===== src/rv_macros.svh =====
////////////////////////////////////////////////////////////
// RV32I core constants
// Data width, register file geometry and reset vector
////////////////////////////////////////////////////////////
`ifndef RV_MACROS_SVH
`define RV_MACROS_SVH

// Data and address width
`define RV_XLEN 32

// Integer register file
`define RV_NUM_REGS 32
`define RV_REG_AW 5

// First fetch address out of reset
`define RV_RESET_PC 32'h0000_0000

`endif


===== src/rv_isa_pkg.sv =====
////////////////////////////////////////////////////////////
// RV32I instruction set types
// Opcodes, funct3 codes and the raw instruction layout
////////////////////////////////////////////////////////////
`default_nettype none
`include "rv_macros.svh"

package rv_isa_pkg;

  typedef logic [`RV_XLEN-1:0]   xlen_t;
  typedef logic [`RV_REG_AW-1:0] reg_idx_t;

  // Base opcode map, low two bits always 2'b11
  typedef enum logic [6:0] {
    OPC_LOAD     = 7'b00_000_11,
    OPC_STORE    = 7'b01_000_11,
    OPC_BRANCH   = 7'b11_000_11,
    OPC_JALR     = 7'b11_001_11,
    OPC_MISC_MEM = 7'b00_011_11,  // FENCE
    OPC_JAL      = 7'b11_011_11,
    OPC_OP_IMM   = 7'b00_100_11,
    OPC_OP       = 7'b01_100_11,
    OPC_SYSTEM   = 7'b11_100_11,
    OPC_AUIPC    = 7'b00_101_11,
    OPC_LUI      = 7'b01_101_11
  } opcode_e;

  typedef enum logic [2:0] {
    BR_BEQ  = 3'b000,
    BR_BNE  = 3'b001,
    BR_BLT  = 3'b100,
    BR_BGE  = 3'b101,
    BR_BLTU = 3'b110,
    BR_BGEU = 3'b111
  } branch_f3_e;

  // Shared by OP and OP_IMM, funct7 picks SUB and SRA
  typedef enum logic [2:0] {
    F3_ADD  = 3'b000,
    F3_SLL  = 3'b001,
    F3_SLT  = 3'b010,
    F3_SLTU = 3'b011,
    F3_XOR  = 3'b100,
    F3_SR   = 3'b101,
    F3_OR   = 3'b110,
    F3_AND  = 3'b111
  } alu_f3_e;

  // R-type view, other formats are sliced out in decode
  typedef struct packed {
    logic [6:0] funct7;
    reg_idx_t   rs2;
    reg_idx_t   rs1;
    logic [2:0] funct3;
    reg_idx_t   rd;
    opcode_e    opcode;
  } insn_t;

endpackage

`default_nettype wire


===== src/rv_core_pkg.sv =====
////////////////////////////////////////////////////////////
// RV32I micro-architecture types
// ALU ops, decoded control word, data memory request
////////////////////////////////////////////////////////////
`default_nettype none

package rv_core_pkg;

  import rv_isa_pkg::*;

  typedef enum logic [3:0] {
    ALU_ADD,
    ALU_SUB,
    ALU_SLL,
    ALU_SLT,
    ALU_SLTU,
    ALU_XOR,
    ALU_SRL,
    ALU_SRA,
    ALU_OR,
    ALU_AND,
    ALU_PASS_B  // LUI
  } alu_op_e;

  // All-zero value is a no-op
  typedef struct packed {
    alu_op_e    alu_op;
    logic       use_imm;      // Operand B is imm
    logic       use_pc;       // Operand A is PC
    xlen_t      imm;
    reg_idx_t   rd;
    logic       reg_we;
    logic       is_load;
    logic       is_store;
    logic       is_branch;
    branch_f3_e branch_cond;
    logic       is_jal;
    logic       is_jalr;
    logic       is_ecall;
  } ctrl_t;

  typedef struct packed {
    xlen_t addr;
    xlen_t wdata;
    logic  we;
  } dmem_req_t;

endpackage

`default_nettype wire


===== src/rv_fetch.sv =====
////////////////////////////////////////////////////////////
// RV32I fetch stage
// PC register, next-PC select and sticky halt flag
////////////////////////////////////////////////////////////
`timescale 1ns/1ns
`default_nettype none
`include "rv_macros.svh"

module rv_fetch (
  input  wire logic               clk,
  input  wire logic               rst,
  input  wire logic               i_branch_taken,
  input  wire rv_isa_pkg::xlen_t  i_target,
  input  wire logic               i_ecall,
  output rv_isa_pkg::xlen_t       o_pc,
  output logic                    o_halt
);
  import rv_isa_pkg::*;

  xlen_t pc_q;
  xlen_t pc_next;
  logic  halt_q;

  assign pc_next = i_branch_taken ? i_target : pc_q + xlen_t'(4);

  always_ff @(posedge clk or posedge rst) begin
    if (rst) begin
      pc_q   <= `RV_RESET_PC;
      halt_q <= 1'b0;
    end else if (!halt_q) begin
      if (i_ecall) begin
        halt_q <= 1'b1;  // PC stays on the ECALL
      end else begin
        pc_q <= pc_next;
      end
    end
  end

  assign o_pc   = pc_q;
  assign o_halt = halt_q;

  // Jump and branch targets from execute must keep the PC on a word
  assert property (@(posedge clk) disable iff (rst) pc_q[1:0] == 2'b00);

endmodule

`default_nettype wire


===== src/rv_decode.sv =====
////////////////////////////////////////////////////////////
// RV32I decode stage
// Immediate generation and control word decode
////////////////////////////////////////////////////////////
`timescale 1ns/1ns
`default_nettype none

module rv_decode (
  input  wire rv_isa_pkg::insn_t  i_insn,
  output rv_core_pkg::ctrl_t      o_ctrl,
  output rv_isa_pkg::reg_idx_t    o_rs1,
  output rv_isa_pkg::reg_idx_t    o_rs2
);
  import rv_isa_pkg::*;
  import rv_core_pkg::*;

  logic [31:0] raw;
  xlen_t       imm_i, imm_s, imm_b, imm_j, imm_u;
  alu_f3_e     f3;
  logic        f7_zero, f7_alt;

  function automatic alu_op_e f3_to_alu(input alu_f3_e f, input logic alt);
    case (f)
      F3_ADD:  return alt ? ALU_SUB : ALU_ADD;
      F3_SLL:  return ALU_SLL;
      F3_SLT:  return ALU_SLT;
      F3_SLTU: return ALU_SLTU;
      F3_XOR:  return ALU_XOR;
      F3_SR:   return alt ? ALU_SRA : ALU_SRL;
      F3_OR:   return ALU_OR;
      default: return ALU_AND;
    endcase
  endfunction

  assign raw     = i_insn;
  assign f3      = alu_f3_e'(i_insn.funct3);
  assign f7_zero = i_insn.funct7 == 7'h00;
  assign f7_alt  = i_insn.funct7 == 7'h20;  // SUB / SRA

  // Sign-extended immediates per format
  assign imm_i = {{20{raw[31]}}, raw[31:20]};
  assign imm_s = {{20{raw[31]}}, raw[31:25], raw[11:7]};
  assign imm_b = {{20{raw[31]}}, raw[7], raw[30:25], raw[11:8], 1'b0};
  assign imm_j = {{12{raw[31]}}, raw[19:12], raw[20], raw[30:21], 1'b0};
  assign imm_u = {raw[31:12], 12'h000};

  assign o_rs1 = i_insn.rs1;
  assign o_rs2 = i_insn.rs2;

  always_comb begin
    o_ctrl    = '0;
    o_ctrl.rd = i_insn.rd;
    case (i_insn.opcode)
      OPC_LUI: begin
        o_ctrl.imm     = imm_u;
        o_ctrl.use_imm = 1'b1;
        o_ctrl.alu_op  = ALU_PASS_B;
        o_ctrl.reg_we  = 1'b1;
      end
      OPC_AUIPC: begin
        o_ctrl.imm     = imm_u;
        o_ctrl.use_imm = 1'b1;
        o_ctrl.use_pc  = 1'b1;
        o_ctrl.reg_we  = 1'b1;
      end
      OPC_JAL: begin
        o_ctrl.imm    = imm_j;
        o_ctrl.is_jal = 1'b1;
        o_ctrl.reg_we = 1'b1;
      end
      OPC_JALR: begin
        o_ctrl.imm     = imm_i;
        o_ctrl.is_jalr = i_insn.funct3 == 3'b000;
        o_ctrl.reg_we  = i_insn.funct3 == 3'b000;
      end
      OPC_BRANCH: begin
        o_ctrl.imm         = imm_b;
        o_ctrl.branch_cond = branch_f3_e'(i_insn.funct3);
        o_ctrl.is_branch   = i_insn.funct3[2:1] != 2'b01;  // 010/011 reserved
      end
      OPC_LOAD: begin
        o_ctrl.imm     = imm_i;
        o_ctrl.use_imm = 1'b1;
        o_ctrl.is_load = i_insn.funct3 == 3'b010;  // LW only
        o_ctrl.reg_we  = i_insn.funct3 == 3'b010;
      end
      OPC_STORE: begin
        o_ctrl.imm      = imm_s;
        o_ctrl.use_imm  = 1'b1;
        o_ctrl.is_store = i_insn.funct3 == 3'b010;  // SW only
      end
      OPC_OP_IMM: begin
        o_ctrl.imm     = imm_i;
        o_ctrl.use_imm = 1'b1;
        o_ctrl.alu_op  = f3_to_alu(f3, (f3 == F3_SR) && f7_alt);
        case (f3)
          F3_SLL:  o_ctrl.reg_we = f7_zero;
          F3_SR:   o_ctrl.reg_we = f7_zero || f7_alt;
          default: o_ctrl.reg_we = 1'b1;
        endcase
      end
      OPC_OP: begin
        o_ctrl.alu_op = f3_to_alu(f3, f7_alt);
        o_ctrl.reg_we = f7_zero || (f7_alt && (f3 == F3_ADD || f3 == F3_SR));
      end
      OPC_SYSTEM: o_ctrl.is_ecall = raw[31:7] == 25'd0;
      default: ;  // FENCE and unknown opcodes fall through as no-ops
    endcase
  end

endmodule

`default_nettype wire


===== src/rv_regfile.sv =====
////////////////////////////////////////////////////////////
// RV32I integer register file
// Two combinational read ports, one write port, x0 fixed
////////////////////////////////////////////////////////////
`timescale 1ns/1ns
`default_nettype none
`include "rv_macros.svh"

module rv_regfile (
  input  wire logic                  clk,
  input  wire logic                  rst,
  input  wire rv_isa_pkg::reg_idx_t  i_rs1,
  input  wire rv_isa_pkg::reg_idx_t  i_rs2,
  output rv_isa_pkg::xlen_t          o_rs1_data,
  output rv_isa_pkg::xlen_t          o_rs2_data,
  input  wire rv_isa_pkg::reg_idx_t  i_rd,
  input  wire rv_isa_pkg::xlen_t     i_rd_data,
  input  wire logic                  i_we
);
  import rv_isa_pkg::*;

  xlen_t regs [`RV_NUM_REGS];

  always_ff @(posedge clk or posedge rst) begin
    if (rst) begin
      for (int idx = 0; idx < `RV_NUM_REGS; idx++) begin
        regs[idx] <= '0;
      end
    end else if (i_we && i_rd != '0) begin
      regs[i_rd] <= i_rd_data;  // x0 never written
    end
  end

  // x0 reads zero
  assign o_rs1_data = (i_rs1 == '0) ? '0 : regs[i_rs1];
  assign o_rs2_data = (i_rs2 == '0) ? '0 : regs[i_rs2];

endmodule

`default_nettype wire


===== src/rv_execute.sv =====
////////////////////////////////////////////////////////////
// RV32I execute stage
// ALU, branch compare and jump/branch target generation
////////////////////////////////////////////////////////////
`timescale 1ns/1ns
`default_nettype none

module rv_execute (
  input  wire rv_isa_pkg::xlen_t   i_pc,
  input  wire rv_core_pkg::ctrl_t  i_ctrl,
  input  wire rv_isa_pkg::xlen_t   i_rs1_data,
  input  wire rv_isa_pkg::xlen_t   i_rs2_data,
  output rv_isa_pkg::xlen_t        o_result,
  output logic                     o_branch_taken,
  output rv_isa_pkg::xlen_t        o_target
);
  import rv_isa_pkg::*;
  import rv_core_pkg::*;

  xlen_t      op_a, op_b;
  xlen_t      jalr_sum;
  logic [4:0] shamt;
  logic       cond_met;

  assign op_a  = i_ctrl.use_pc  ? i_pc       : i_rs1_data;
  assign op_b  = i_ctrl.use_imm ? i_ctrl.imm : i_rs2_data;
  assign shamt = op_b[4:0];

  // Also the effective address for LW/SW
  always_comb begin
    case (i_ctrl.alu_op)
      ALU_ADD:    o_result = op_a + op_b;
      ALU_SUB:    o_result = op_a - op_b;
      ALU_SLL:    o_result = op_a << shamt;
      ALU_SLT:    o_result = xlen_t'($signed(op_a) < $signed(op_b));
      ALU_SLTU:   o_result = xlen_t'(op_a < op_b);
      ALU_XOR:    o_result = op_a ^ op_b;
      ALU_SRL:    o_result = op_a >> shamt;
      ALU_SRA:    o_result = xlen_t'($signed(op_a) >>> shamt);
      ALU_OR:     o_result = op_a | op_b;
      ALU_AND:    o_result = op_a & op_b;
      ALU_PASS_B: o_result = op_b;
      default:    o_result = '0;
    endcase
  end

  always_comb begin
    case (i_ctrl.branch_cond)
      BR_BEQ:  cond_met = i_rs1_data == i_rs2_data;
      BR_BNE:  cond_met = i_rs1_data != i_rs2_data;
      BR_BLT:  cond_met = $signed(i_rs1_data) < $signed(i_rs2_data);
      BR_BGE:  cond_met = $signed(i_rs1_data) >= $signed(i_rs2_data);
      BR_BLTU: cond_met = i_rs1_data < i_rs2_data;
      BR_BGEU: cond_met = i_rs1_data >= i_rs2_data;
      default: cond_met = 1'b0;
    endcase
  end

  assign jalr_sum = i_rs1_data + i_ctrl.imm;

  // JALR clears bit 0, everything else is PC relative
  assign o_target = i_ctrl.is_jalr ? (jalr_sum & ~xlen_t'(1)) : i_pc + i_ctrl.imm;

  assign o_branch_taken = i_ctrl.is_jal || i_ctrl.is_jalr || (i_ctrl.is_branch && cond_met);

endmodule

`default_nettype wire


===== src/rv_mem_wb.sv =====
////////////////////////////////////////////////////////////
// RV32I memory and writeback stage
// Store request, load return and rd value select
////////////////////////////////////////////////////////////
`timescale 1ns/1ns
`default_nettype none

module rv_mem_wb (
  input  wire logic                rst,
  input  wire rv_isa_pkg::xlen_t   i_pc,
  input  wire rv_core_pkg::ctrl_t  i_ctrl,
  input  wire rv_isa_pkg::xlen_t   i_result,
  input  wire rv_isa_pkg::xlen_t   i_rs2_data,
  input  wire logic                i_halt,
  input  wire rv_isa_pkg::xlen_t   i_dmem_rdata,
  output rv_core_pkg::dmem_req_t   o_dmem,
  output rv_isa_pkg::xlen_t        o_rd_data,
  output logic                     o_rd_we
);
  import rv_isa_pkg::*;

  xlen_t link_addr;
  logic  aligned;
  logic  live;  // Core is running

  assign link_addr = i_pc + xlen_t'(4);
  assign aligned   = i_result[1:0] == 2'b00;
  assign live      = !rst && !i_halt;

  assign o_dmem.addr  = i_result;
  assign o_dmem.wdata = i_rs2_data;
  assign o_dmem.we    = live && i_ctrl.is_store && aligned;

  // Misaligned LW leaves rd untouched
  assign o_rd_we = live && i_ctrl.reg_we && (!i_ctrl.is_load || aligned);

  always_comb begin
    if (i_ctrl.is_load) begin
      o_rd_data = i_dmem_rdata;
    end else if (i_ctrl.is_jal || i_ctrl.is_jalr) begin
      o_rd_data = link_addr;  // Return address
    end else begin
      o_rd_data = i_result;
    end
  end

endmodule

`default_nettype wire


===== src/rv_core.sv =====
////////////////////////////////////////////////////////////
// RV32I core top
// One instruction per clock through fetch to writeback
////////////////////////////////////////////////////////////
`timescale 1ns/1ns
`default_nettype none

module rv_core (
  input  wire logic               clk,
  input  wire logic               rst,
  output rv_isa_pkg::xlen_t       o_pc,
  input  wire rv_isa_pkg::insn_t  i_insn,
  output rv_core_pkg::dmem_req_t  o_dmem,
  input  wire rv_isa_pkg::xlen_t  i_dmem_rdata,
  output logic                    o_halt
);
  import rv_isa_pkg::*;
  import rv_core_pkg::*;

  ctrl_t    ctrl;
  reg_idx_t rs1_idx, rs2_idx;
  xlen_t    rs1_data, rs2_data;
  xlen_t    alu_result, target, rd_data;
  logic     branch_taken, rd_we;

  rv_fetch u_fetch (
    .clk            (clk),
    .rst            (rst),
    .i_branch_taken (branch_taken),
    .i_target       (target),
    .i_ecall        (ctrl.is_ecall),
    .o_pc           (o_pc),
    .o_halt         (o_halt)
  );

  rv_decode u_decode (
    .i_insn (i_insn),
    .o_ctrl (ctrl),
    .o_rs1  (rs1_idx),
    .o_rs2  (rs2_idx)
  );

  rv_regfile u_regfile (
    .clk        (clk),
    .rst        (rst),
    .i_rs1      (rs1_idx),
    .i_rs2      (rs2_idx),
    .o_rs1_data (rs1_data),
    .o_rs2_data (rs2_data),
    .i_rd       (ctrl.rd),
    .i_rd_data  (rd_data),
    .i_we       (rd_we)
  );

  rv_execute u_execute (
    .i_pc           (o_pc),
    .i_ctrl         (ctrl),
    .i_rs1_data     (rs1_data),
    .i_rs2_data     (rs2_data),
    .o_result       (alu_result),
    .o_branch_taken (branch_taken),
    .o_target       (target)
  );

  rv_mem_wb u_mem_wb (
    .rst          (rst),
    .i_pc         (o_pc),
    .i_ctrl       (ctrl),
    .i_result     (alu_result),
    .i_rs2_data   (rs2_data),
    .i_halt       (o_halt),
    .i_dmem_rdata (i_dmem_rdata),
    .o_dmem       (o_dmem),
    .o_rd_data    (rd_data),
    .o_rd_we      (rd_we)
  );

endmodule

`default_nettype wire


===== config.mk =====
export PLATFORM = sky130hd
export DESIGN_NAME = rv_core
export DESIGN_NICKNAME = d
export VERILOG_FILES = /design/src/rv_isa_pkg.sv /design/src/rv_core_pkg.sv /design/src/rv_fetch.sv /design/src/rv_decode.sv /design/src/rv_regfile.sv /design/src/rv_execute.sv /design/src/rv_mem_wb.sv /design/src/rv_core.sv
export VERILOG_INCLUDE_DIRS = /design/src
export SDC_FILE = /design/constraint.sdc
export NUM_CORES = 2
export LEC_CHECK = 0
export BUFFER_PORTS_ARGS = -buffer_cell sky130_fd_sc_hd__clkbuf_2
export CAP_MARGIN = 40
export CORE_ASPECT_RATIO = 2
export CORE_UTILIZATION = 50
export DETAILED_ROUTE_END_ITERATION = 8
export PLACE_DENSITY_LB_ADDON = 0.3
export SETUP_SLACK_MARGIN = 0.02
export SLEW_MARGIN = 10
export SYNTH_ARGS = -nofsm -noshare
export SYNTH_HDL_FRONTEND = slang
export SYNTH_SLANG_ARGS = --single-unit

===== constraint.sdc =====
create_clock -name clk -period 30.5 [get_ports clk]
set_clock_uncertainty 0.05 [all_clocks]
set_input_delay 3.05 -clock clk [delete_from_list [all_inputs] [get_ports clk]]
set_output_delay 3.05 -clock clk [all_outputs]
set_load 0.1 [all_outputs]

-- Word-level counts from Yosys, hierarchy flattened
Cells that the tools add are included.
- register bits after elaboration: 1057
- latch bits: 0
- bits in writable memories: 0
- ROM bits: 0
- input bits: 66
- output and inout port bits: 98
- word-level logic and storage cells: 167
- memories kept: 0
- $add $sub $neg: 5
- $mul: 0
- div/mod/pow operators: 0
- $lt $le $gt $ge: 10
- eq/ne operators: 35
- shift operators: 3
- multiplexer cells: 39
- bitwise gates (word level): 8
- reductions and logical operators: 33
- operator list (kind ; count):
    $bwmux W1024 ; 1
    $mux W32 ; 13
    $pmux W32 S11 ; 1
    $bmux W32 S5 ; 2
    $demux W32 S5 ; 1
    $pmux W32 S5 ; 1
    $lt A32 B32 Y1 ; 4
    $add A32 B32 Y32 ; 3
    $ge A32 B32 Y1 ; 2
    $pmux W4 S7 ; 2
    $add A32 B3 Y32 const B ; 1
    $and A32 B32 Y32 ; 1
    $eq A32 B32 Y1 ; 1
    $ne A32 B32 Y1 ; 1
    $or A32 B32 Y32 ; 1
    $shl A32 B5 Y32 ; 1
    $shr A32 B5 Y32 ; 1
    $sshr A32 B5 Y32 ; 1
    $sub A32 B32 Y32 ; 1
    $xor A32 B32 Y32 ; 1
    $eq A7 B6 Y1 const B ; 4
    $eq A7 B7 Y1 const B ; 4
    $logic_not A25 Y1 ; 1
    $eq A3 B3 Y1 const B ; 7
    32 further kinds ; 77

-- Logic depth before layout (Yosys ltp)
- word-level depth: 12
- mapped depth: 32
- depth with buffers taken out: 22

-- By module
A second synthesis with hierarchy kept.
- cell total of the unflattened synthesis: 6452
- area total of the unflattened synthesis: 72706.0 µm²
- by module, submodules not included (module ; instances ; cells each ; area an instance (µm²)):
    rv_regfile ; 1 ; 3720 ; 54469.7
    rv_execute ; 1 ; 2073 ; 13535.5
    rv_fetch ; 1 ; 246 ; 2052.0
    rv_mem_wb ; 1 ; 274 ; 1804.2
    rv_decode ; 1 ; 139 ; 844.6

-- Worst setup path before layout
OpenSTA, ideal clock, no wires.
- path type: input-to-output
- start: input port i_insn[20] (netlist bit)
- end: output port o_dmem[0] (netlist bit)
- arrival: 13.344 ns
- required time: 27.400 ns
- path slack: 14.056 ns
- cell stages on the path: 25
- path buffers: 9
- cell sequence: buf_4 buf_6 buf_6 buf_4 buf_2 clkbuf_1 buf_1 buf_1 mux4_2 mux4_2 nand2_1 a21oi_1 inv_1 a21boi_0 ha_1 clkbuf_1 inv_1 a21oi_1 or3_1 a41oi_1 a221oi_1 o41a_1 o311ai_0 nand3_1 nor3_1
- RTL lines (element ; RTL line ; text):
    from (decl) ; rv_core.sv:12 ; input wire rv_isa_pkg::insn_t i_insn,
    to (decl) ; rv_core.sv:13 ; output rv_core_pkg::dmem_req_t o_dmem,

==> impl_metrics.py <==
metrics = {
    "power": {
        "power_leakage_nw": 38.35,
        "p_int_mw": 2.413,
        "p_total_mw": 3.899,
        "clkPwrFrac_pct": 32.0,
        "worst_ir_drop_vdd_v": 0.00004099,
        "power.switching_mw": 1.486,
        "seqPwrFrac_pct": 38.5,
        "pwr-share-comb_pct": 29.4,
        "p_per_area_nw_per_um2": 48.73,
        "switching_share_pct": 38.12,
    },
    "clocking": {
        "clkSinkCount": 1057,
        "cts-root-buf": "clkbuf_16",
        "post_cts_resized": 0,
        "cts_buffer_depth": 3,
        "clock_latency_ps": 770,
        "cts_setup_buffers": 0,
        "hold_buffers": 0,
        "clk_pin_slew_worst_paths_ps": 60,
        "cts_tree": "done",
        "cts_inserted_buffers": 89,
        "htree_levels": 3,
    },
    "detailed_routing": {
        "vias_per_cell": 7.570,
        "wirelength_um": 346700,
        "drc": 0,
        "dr.pass1.iters": 9,
        "ant_nets": 0,
        "wl_per_cell_um": 41.32,
        "dr.first_iter.drc_count": 8512,
        "vias": 63520,
    },
    "worst_setup_path": {
        "cp_data_arrival_time_ps": 12350,
        "path_buf_inv": 8,
        "cpMaxStageDelayCell": "buf_4",
        "cp_data_required_time_ps": 27400,
        "cpLargestDelayFamily": "buffers and inverters",
        "crit_path_cell_trace": "buf_8 > buf_4 > buf_12 > buf_4 > mux4_2 > o22ai_1 > nor4_1 > clkbuf_2 > buf_4 > a22oi_1 > inv_1 > ha_1 > nand2_1 > nor4_1 > a31o_2 > a22oi_1 > a211oi_1 > a21oi_1 > nor4_1 > o22ai_1 > o2111ai_1 > clkbuf_2",
        "crit_fanout": 95,
        "critPathCaptureType": "output pin",
        "worstSetupPathType": "input port to output pin",
        "slowest_delay_ps": 840,
        "start_kind": "input port",
    },
    "floorplanning": {
        "start_util_pct": 50.41,
        "fp-row-count": 197,
        "die_area_um2": 146800,
        "die_h_um": 540.8,
        "coreArea_um2": 143900,
        "die_w_um": 271.4,
        "pin_count": 164,
    },
    "synth": {
        "syn-num-nets": 6634,
        "synthDistinctLibCells": 106,
        "synth_warnings": 0,
        "synth_edf_count": 0,
        "synth-compound-area-share_pct": 11.90,
        "synth-seq-cells": 1057,
        "synth_top_family_by_area": "multiplexers",
        "synthXorXnorAreaFrac_pct": 1.062,
        "synth-simple-area-share_pct": 7.285,
        "yosys.area_share.adder_pct": 3.404,
        "async_flop_share_pct": 100.0,
        "synth.cell_area_um2": 72570,
        "ys.flop_type": "dfrtp_1",
        "synth_mux_area_share_pct": 35.27,
        "netlist_instances": 6373,
        "synth.avg_cell_area_um2": 11.39,
        "ys_seq_area_share_pct": 36.45,
    },
    "cells_and_area": {
        "final_layout_size_suffix_gt1_share_pct": 26.50,
        "n_fill_cell": 12200,
        "synthToLayoutAreaGrowth_pct": 10.27,
        "nNetsFinal": 6630,
        "finish.utilization_pct": 55.59,
    },
    "grt": {
        "antenna_found_initial": 58,
        "grt_pass1_wl_um": 495500,
        "grt_max_degree": 184,
        "first_global_vias": 63010,
        "grt-ovfl-total": 0,
        "grt_usage_pct": 48.74,
    },
    "sta": {
        "worst_pin_slew_ps": 1139,
        "finalMaxSlewViolations": 0,
        "fin_setup_tns_ps": 0,
        "post-route-period-util_pct": 50.65,
        "rsz0062_at_grt": "false",
        "hold_ws_ps": 352.4,
        "setup_violations": 0,
        "slew_headroom_pct": 23.57,
        "fmax_mhz": 64.73,
        "min_period_ps": 15450,
        "timing.final.hold_violations": 0,
    },
    "place": {
        "port_buffers": 163,
        "gp_congestion": 1.204,
        "hpwl_um": 234200,
    },
    "flow_run": {
        "max_cap_viol_count": 0,
    },
    "min_path": {
        "hold_class": "register to register",
    },
    "status": {
        "status": "finished clean",
    },
}
cells in the mapped netlist (13+ instances only):
cell type / number / area share (%)
a2111oi_0: 13 / 0.16
a211oi_1: 54 / 0.56
a21o_1: 77 / 0.80
a21oi_1: 317 / 2.2
a221oi_1: 35 / 0.42
a22o_1: 19 / 0.23
a22oi_1: 234 / 2.4
a31oi_1: 26 / 0.22
and2_1: 51 / 0.44
and3_1: 37 / 0.32
buf_1: 57 / 0.29
buf_2: 138 / 0.95
buf_4: 23 / 0.24
buf_6: 26 / 0.40
clkbuf_1: 345 / 1.8
dfrtp_1: 1057 / 36
ha_1: 191 / 3.3
inv_1: 155 / 0.80
mux2_1: 486 / 7.5
mux2_2: 461 / 7.2
mux2_4: 60 / 1.2
mux2i_1: 571 / 7.9
mux4_2: 369 / 11
nand2_1: 325 / 1.7
nand2b_1: 45 / 0.39
nand3_1: 71 / 0.49
nand4_1: 30 / 0.26
nor2_1: 234 / 1.2
nor2b_1: 41 / 0.35
nor3_1: 93 / 0.64
nor4_1: 32 / 0.28
o211ai_1: 35 / 0.36
o21a_1: 20 / 0.21
o21ai_0: 158 / 1.1
o21bai_1: 20 / 0.21
o221a_2: 14 / 0.22
o221ai_1: 17 / 0.21
o22a_1: 14 / 0.17
o22ai_1: 52 / 0.45
or2_2: 23 / 0.20
or3_1: 14 / 0.12
xnor2_1: 59 / 0.71
xor2_1: 29 / 0.35
worst reg2reg max path, cell delays in order, from the launching register on:
cell       delay (ps)
dfrtp_1           420
mux4_2            470
a22oi_1           200
nand2_1           130
o31ai_1           270
buf_4             230
and2_2            170
buf_4             420
inv_2             440
ha_1              460
fa_1              530
inv_1             100
a21o_1            160
a211oi_1          150
a2111oi_0         520
buf_4             240
o21ai_1           140
a41oi_1           320
buf_4             250
a221oi_1          170
o41a_1            400
o311ai_0          410
buf_4             230
nand3_1           280
o21ai_2           750
nand2_2           800
buf_4             560
mux2_2            390
sequential cells by signal, summed over array words and instances, names as in the netlist:
| register | count |
|---|---|
| u_fetch.o_halt | 1 |
| u_regfile.regs | 1024 |
| u_fetch.o_pc | 32 |
metrics by stage:
| step | cell area, µm² | instances | setup WS, ps |
|---|---|---|---|
| detailed placement | 76240 | 8136 | 15640 |
| finish | 80020 | 8391 | 15050 |
| CTS | 79350 | 8299 | 15630 |
| floorplan | 72570 | 6373 | 12820 |
| global route | 79880 | 8337 | 14680 |
| global placement | 75230 | 8067 | 15810 |
placed cells by master (no fill, tap or decap), types with 58 or more instances in the layout:
cell / synthesis / final
dfrtp_1: 1057 / 1057
mux2i_1: 571 / 566
mux2_1: 486 / 486
mux2_2: 461 / 461
mux4_2: 369 / 369
a21oi_1: 317 / 310
nand2_1: 325 / 303
buf_4: 23 / 259
a22oi_1: 234 / 234
nor2_1: 234 / 227
ha_1: 191 / 191
clkbuf_2: 1 / 157
inv_1: 155 / 153
o21ai_0: 158 / 152
nor3_1: 93 / 90
clkbuf_16: 0 / 89
a21o_1: 77 / 77
nand3_1: 71 / 71
diode_2: 0 / 60
mux2_4: 60 / 60
xnor2_1: 59 / 58
layer usage:
metal | track usage [%] | share of wire [%]
met1 | 47.79 | 30
met2 | 71.93 | 45
met3 | 23.58 | 11
met4 | 52.06 | 13
met5 | 0.2665 | 0.038
worst paths after layout:
check	slack (ps)	to	cells past startpoint	from
hold / removal	350	u_regfile.regs[1020]$_DFFE_PP0P_	0	u_regfile.regs[1020]$_DFFE_PP0P_
max in group asynchronous	24670	u_regfile.regs[778]$_DFFE_PP0P_	7	rst
setup / recovery	15050	o_dmem[62]	22	i_insn[16]
min in group asynchronous	2320	u_fetch.o_pc[1]$_DFFE_PP0P_	2	rst
hold reg to reg	350	u_regfile.regs[1020]$_DFFE_PP0P_	0	u_regfile.regs[1020]$_DFFE_PP0P_
setup reg to reg	20740	u_regfile.regs[970]$_DFFE_PP0P_	27	u_regfile.regs[288]$_DFFE_PP0P_
power groups by stage:
stage / sequential [mW] / clock, mW / combinational [mW]
finish: 1.50 / 1.25 / 1.15
global route: 1.50 / 1.30 / 1.18
CTS: 1.50 / 1.25 / 1.06
detailed placement: 1.52 / 0 / 1.06
global placement: 1.52 / 0 / 1.03
floorplan: 1.59 / 0 / 0.593
cells by family (layout without fill, tap and decap cells):
family,after synthesis,count (layout)
multiplexers,1947,1947
AO/OA/AOI/OAI,1260,1260
AND/OR/NAND/NOR,1069,1069
flip-flops,1057,1057
buffers and inverters,757,825
adder cells (fa/ha/maj),195,195
XOR/XNOR,88,88
other,0,60
cell type report:
class                   count  area [µm²]  share of cell area [%]
diodes                     60       150.1                  0.1876
clock buffers             123        2545                   3.181
clock inverters            40       564.3                  0.7052
inverters                 161       608.1                  0.7600
multi-input cells        4559       43230                   54.02
flip-flops and latches   1057       26450                   33.06
well taps                1890        2365                   2.955
repair buffers            501        4108                   5.134
No activity file was read; power rests on OpenSTA's default activity.
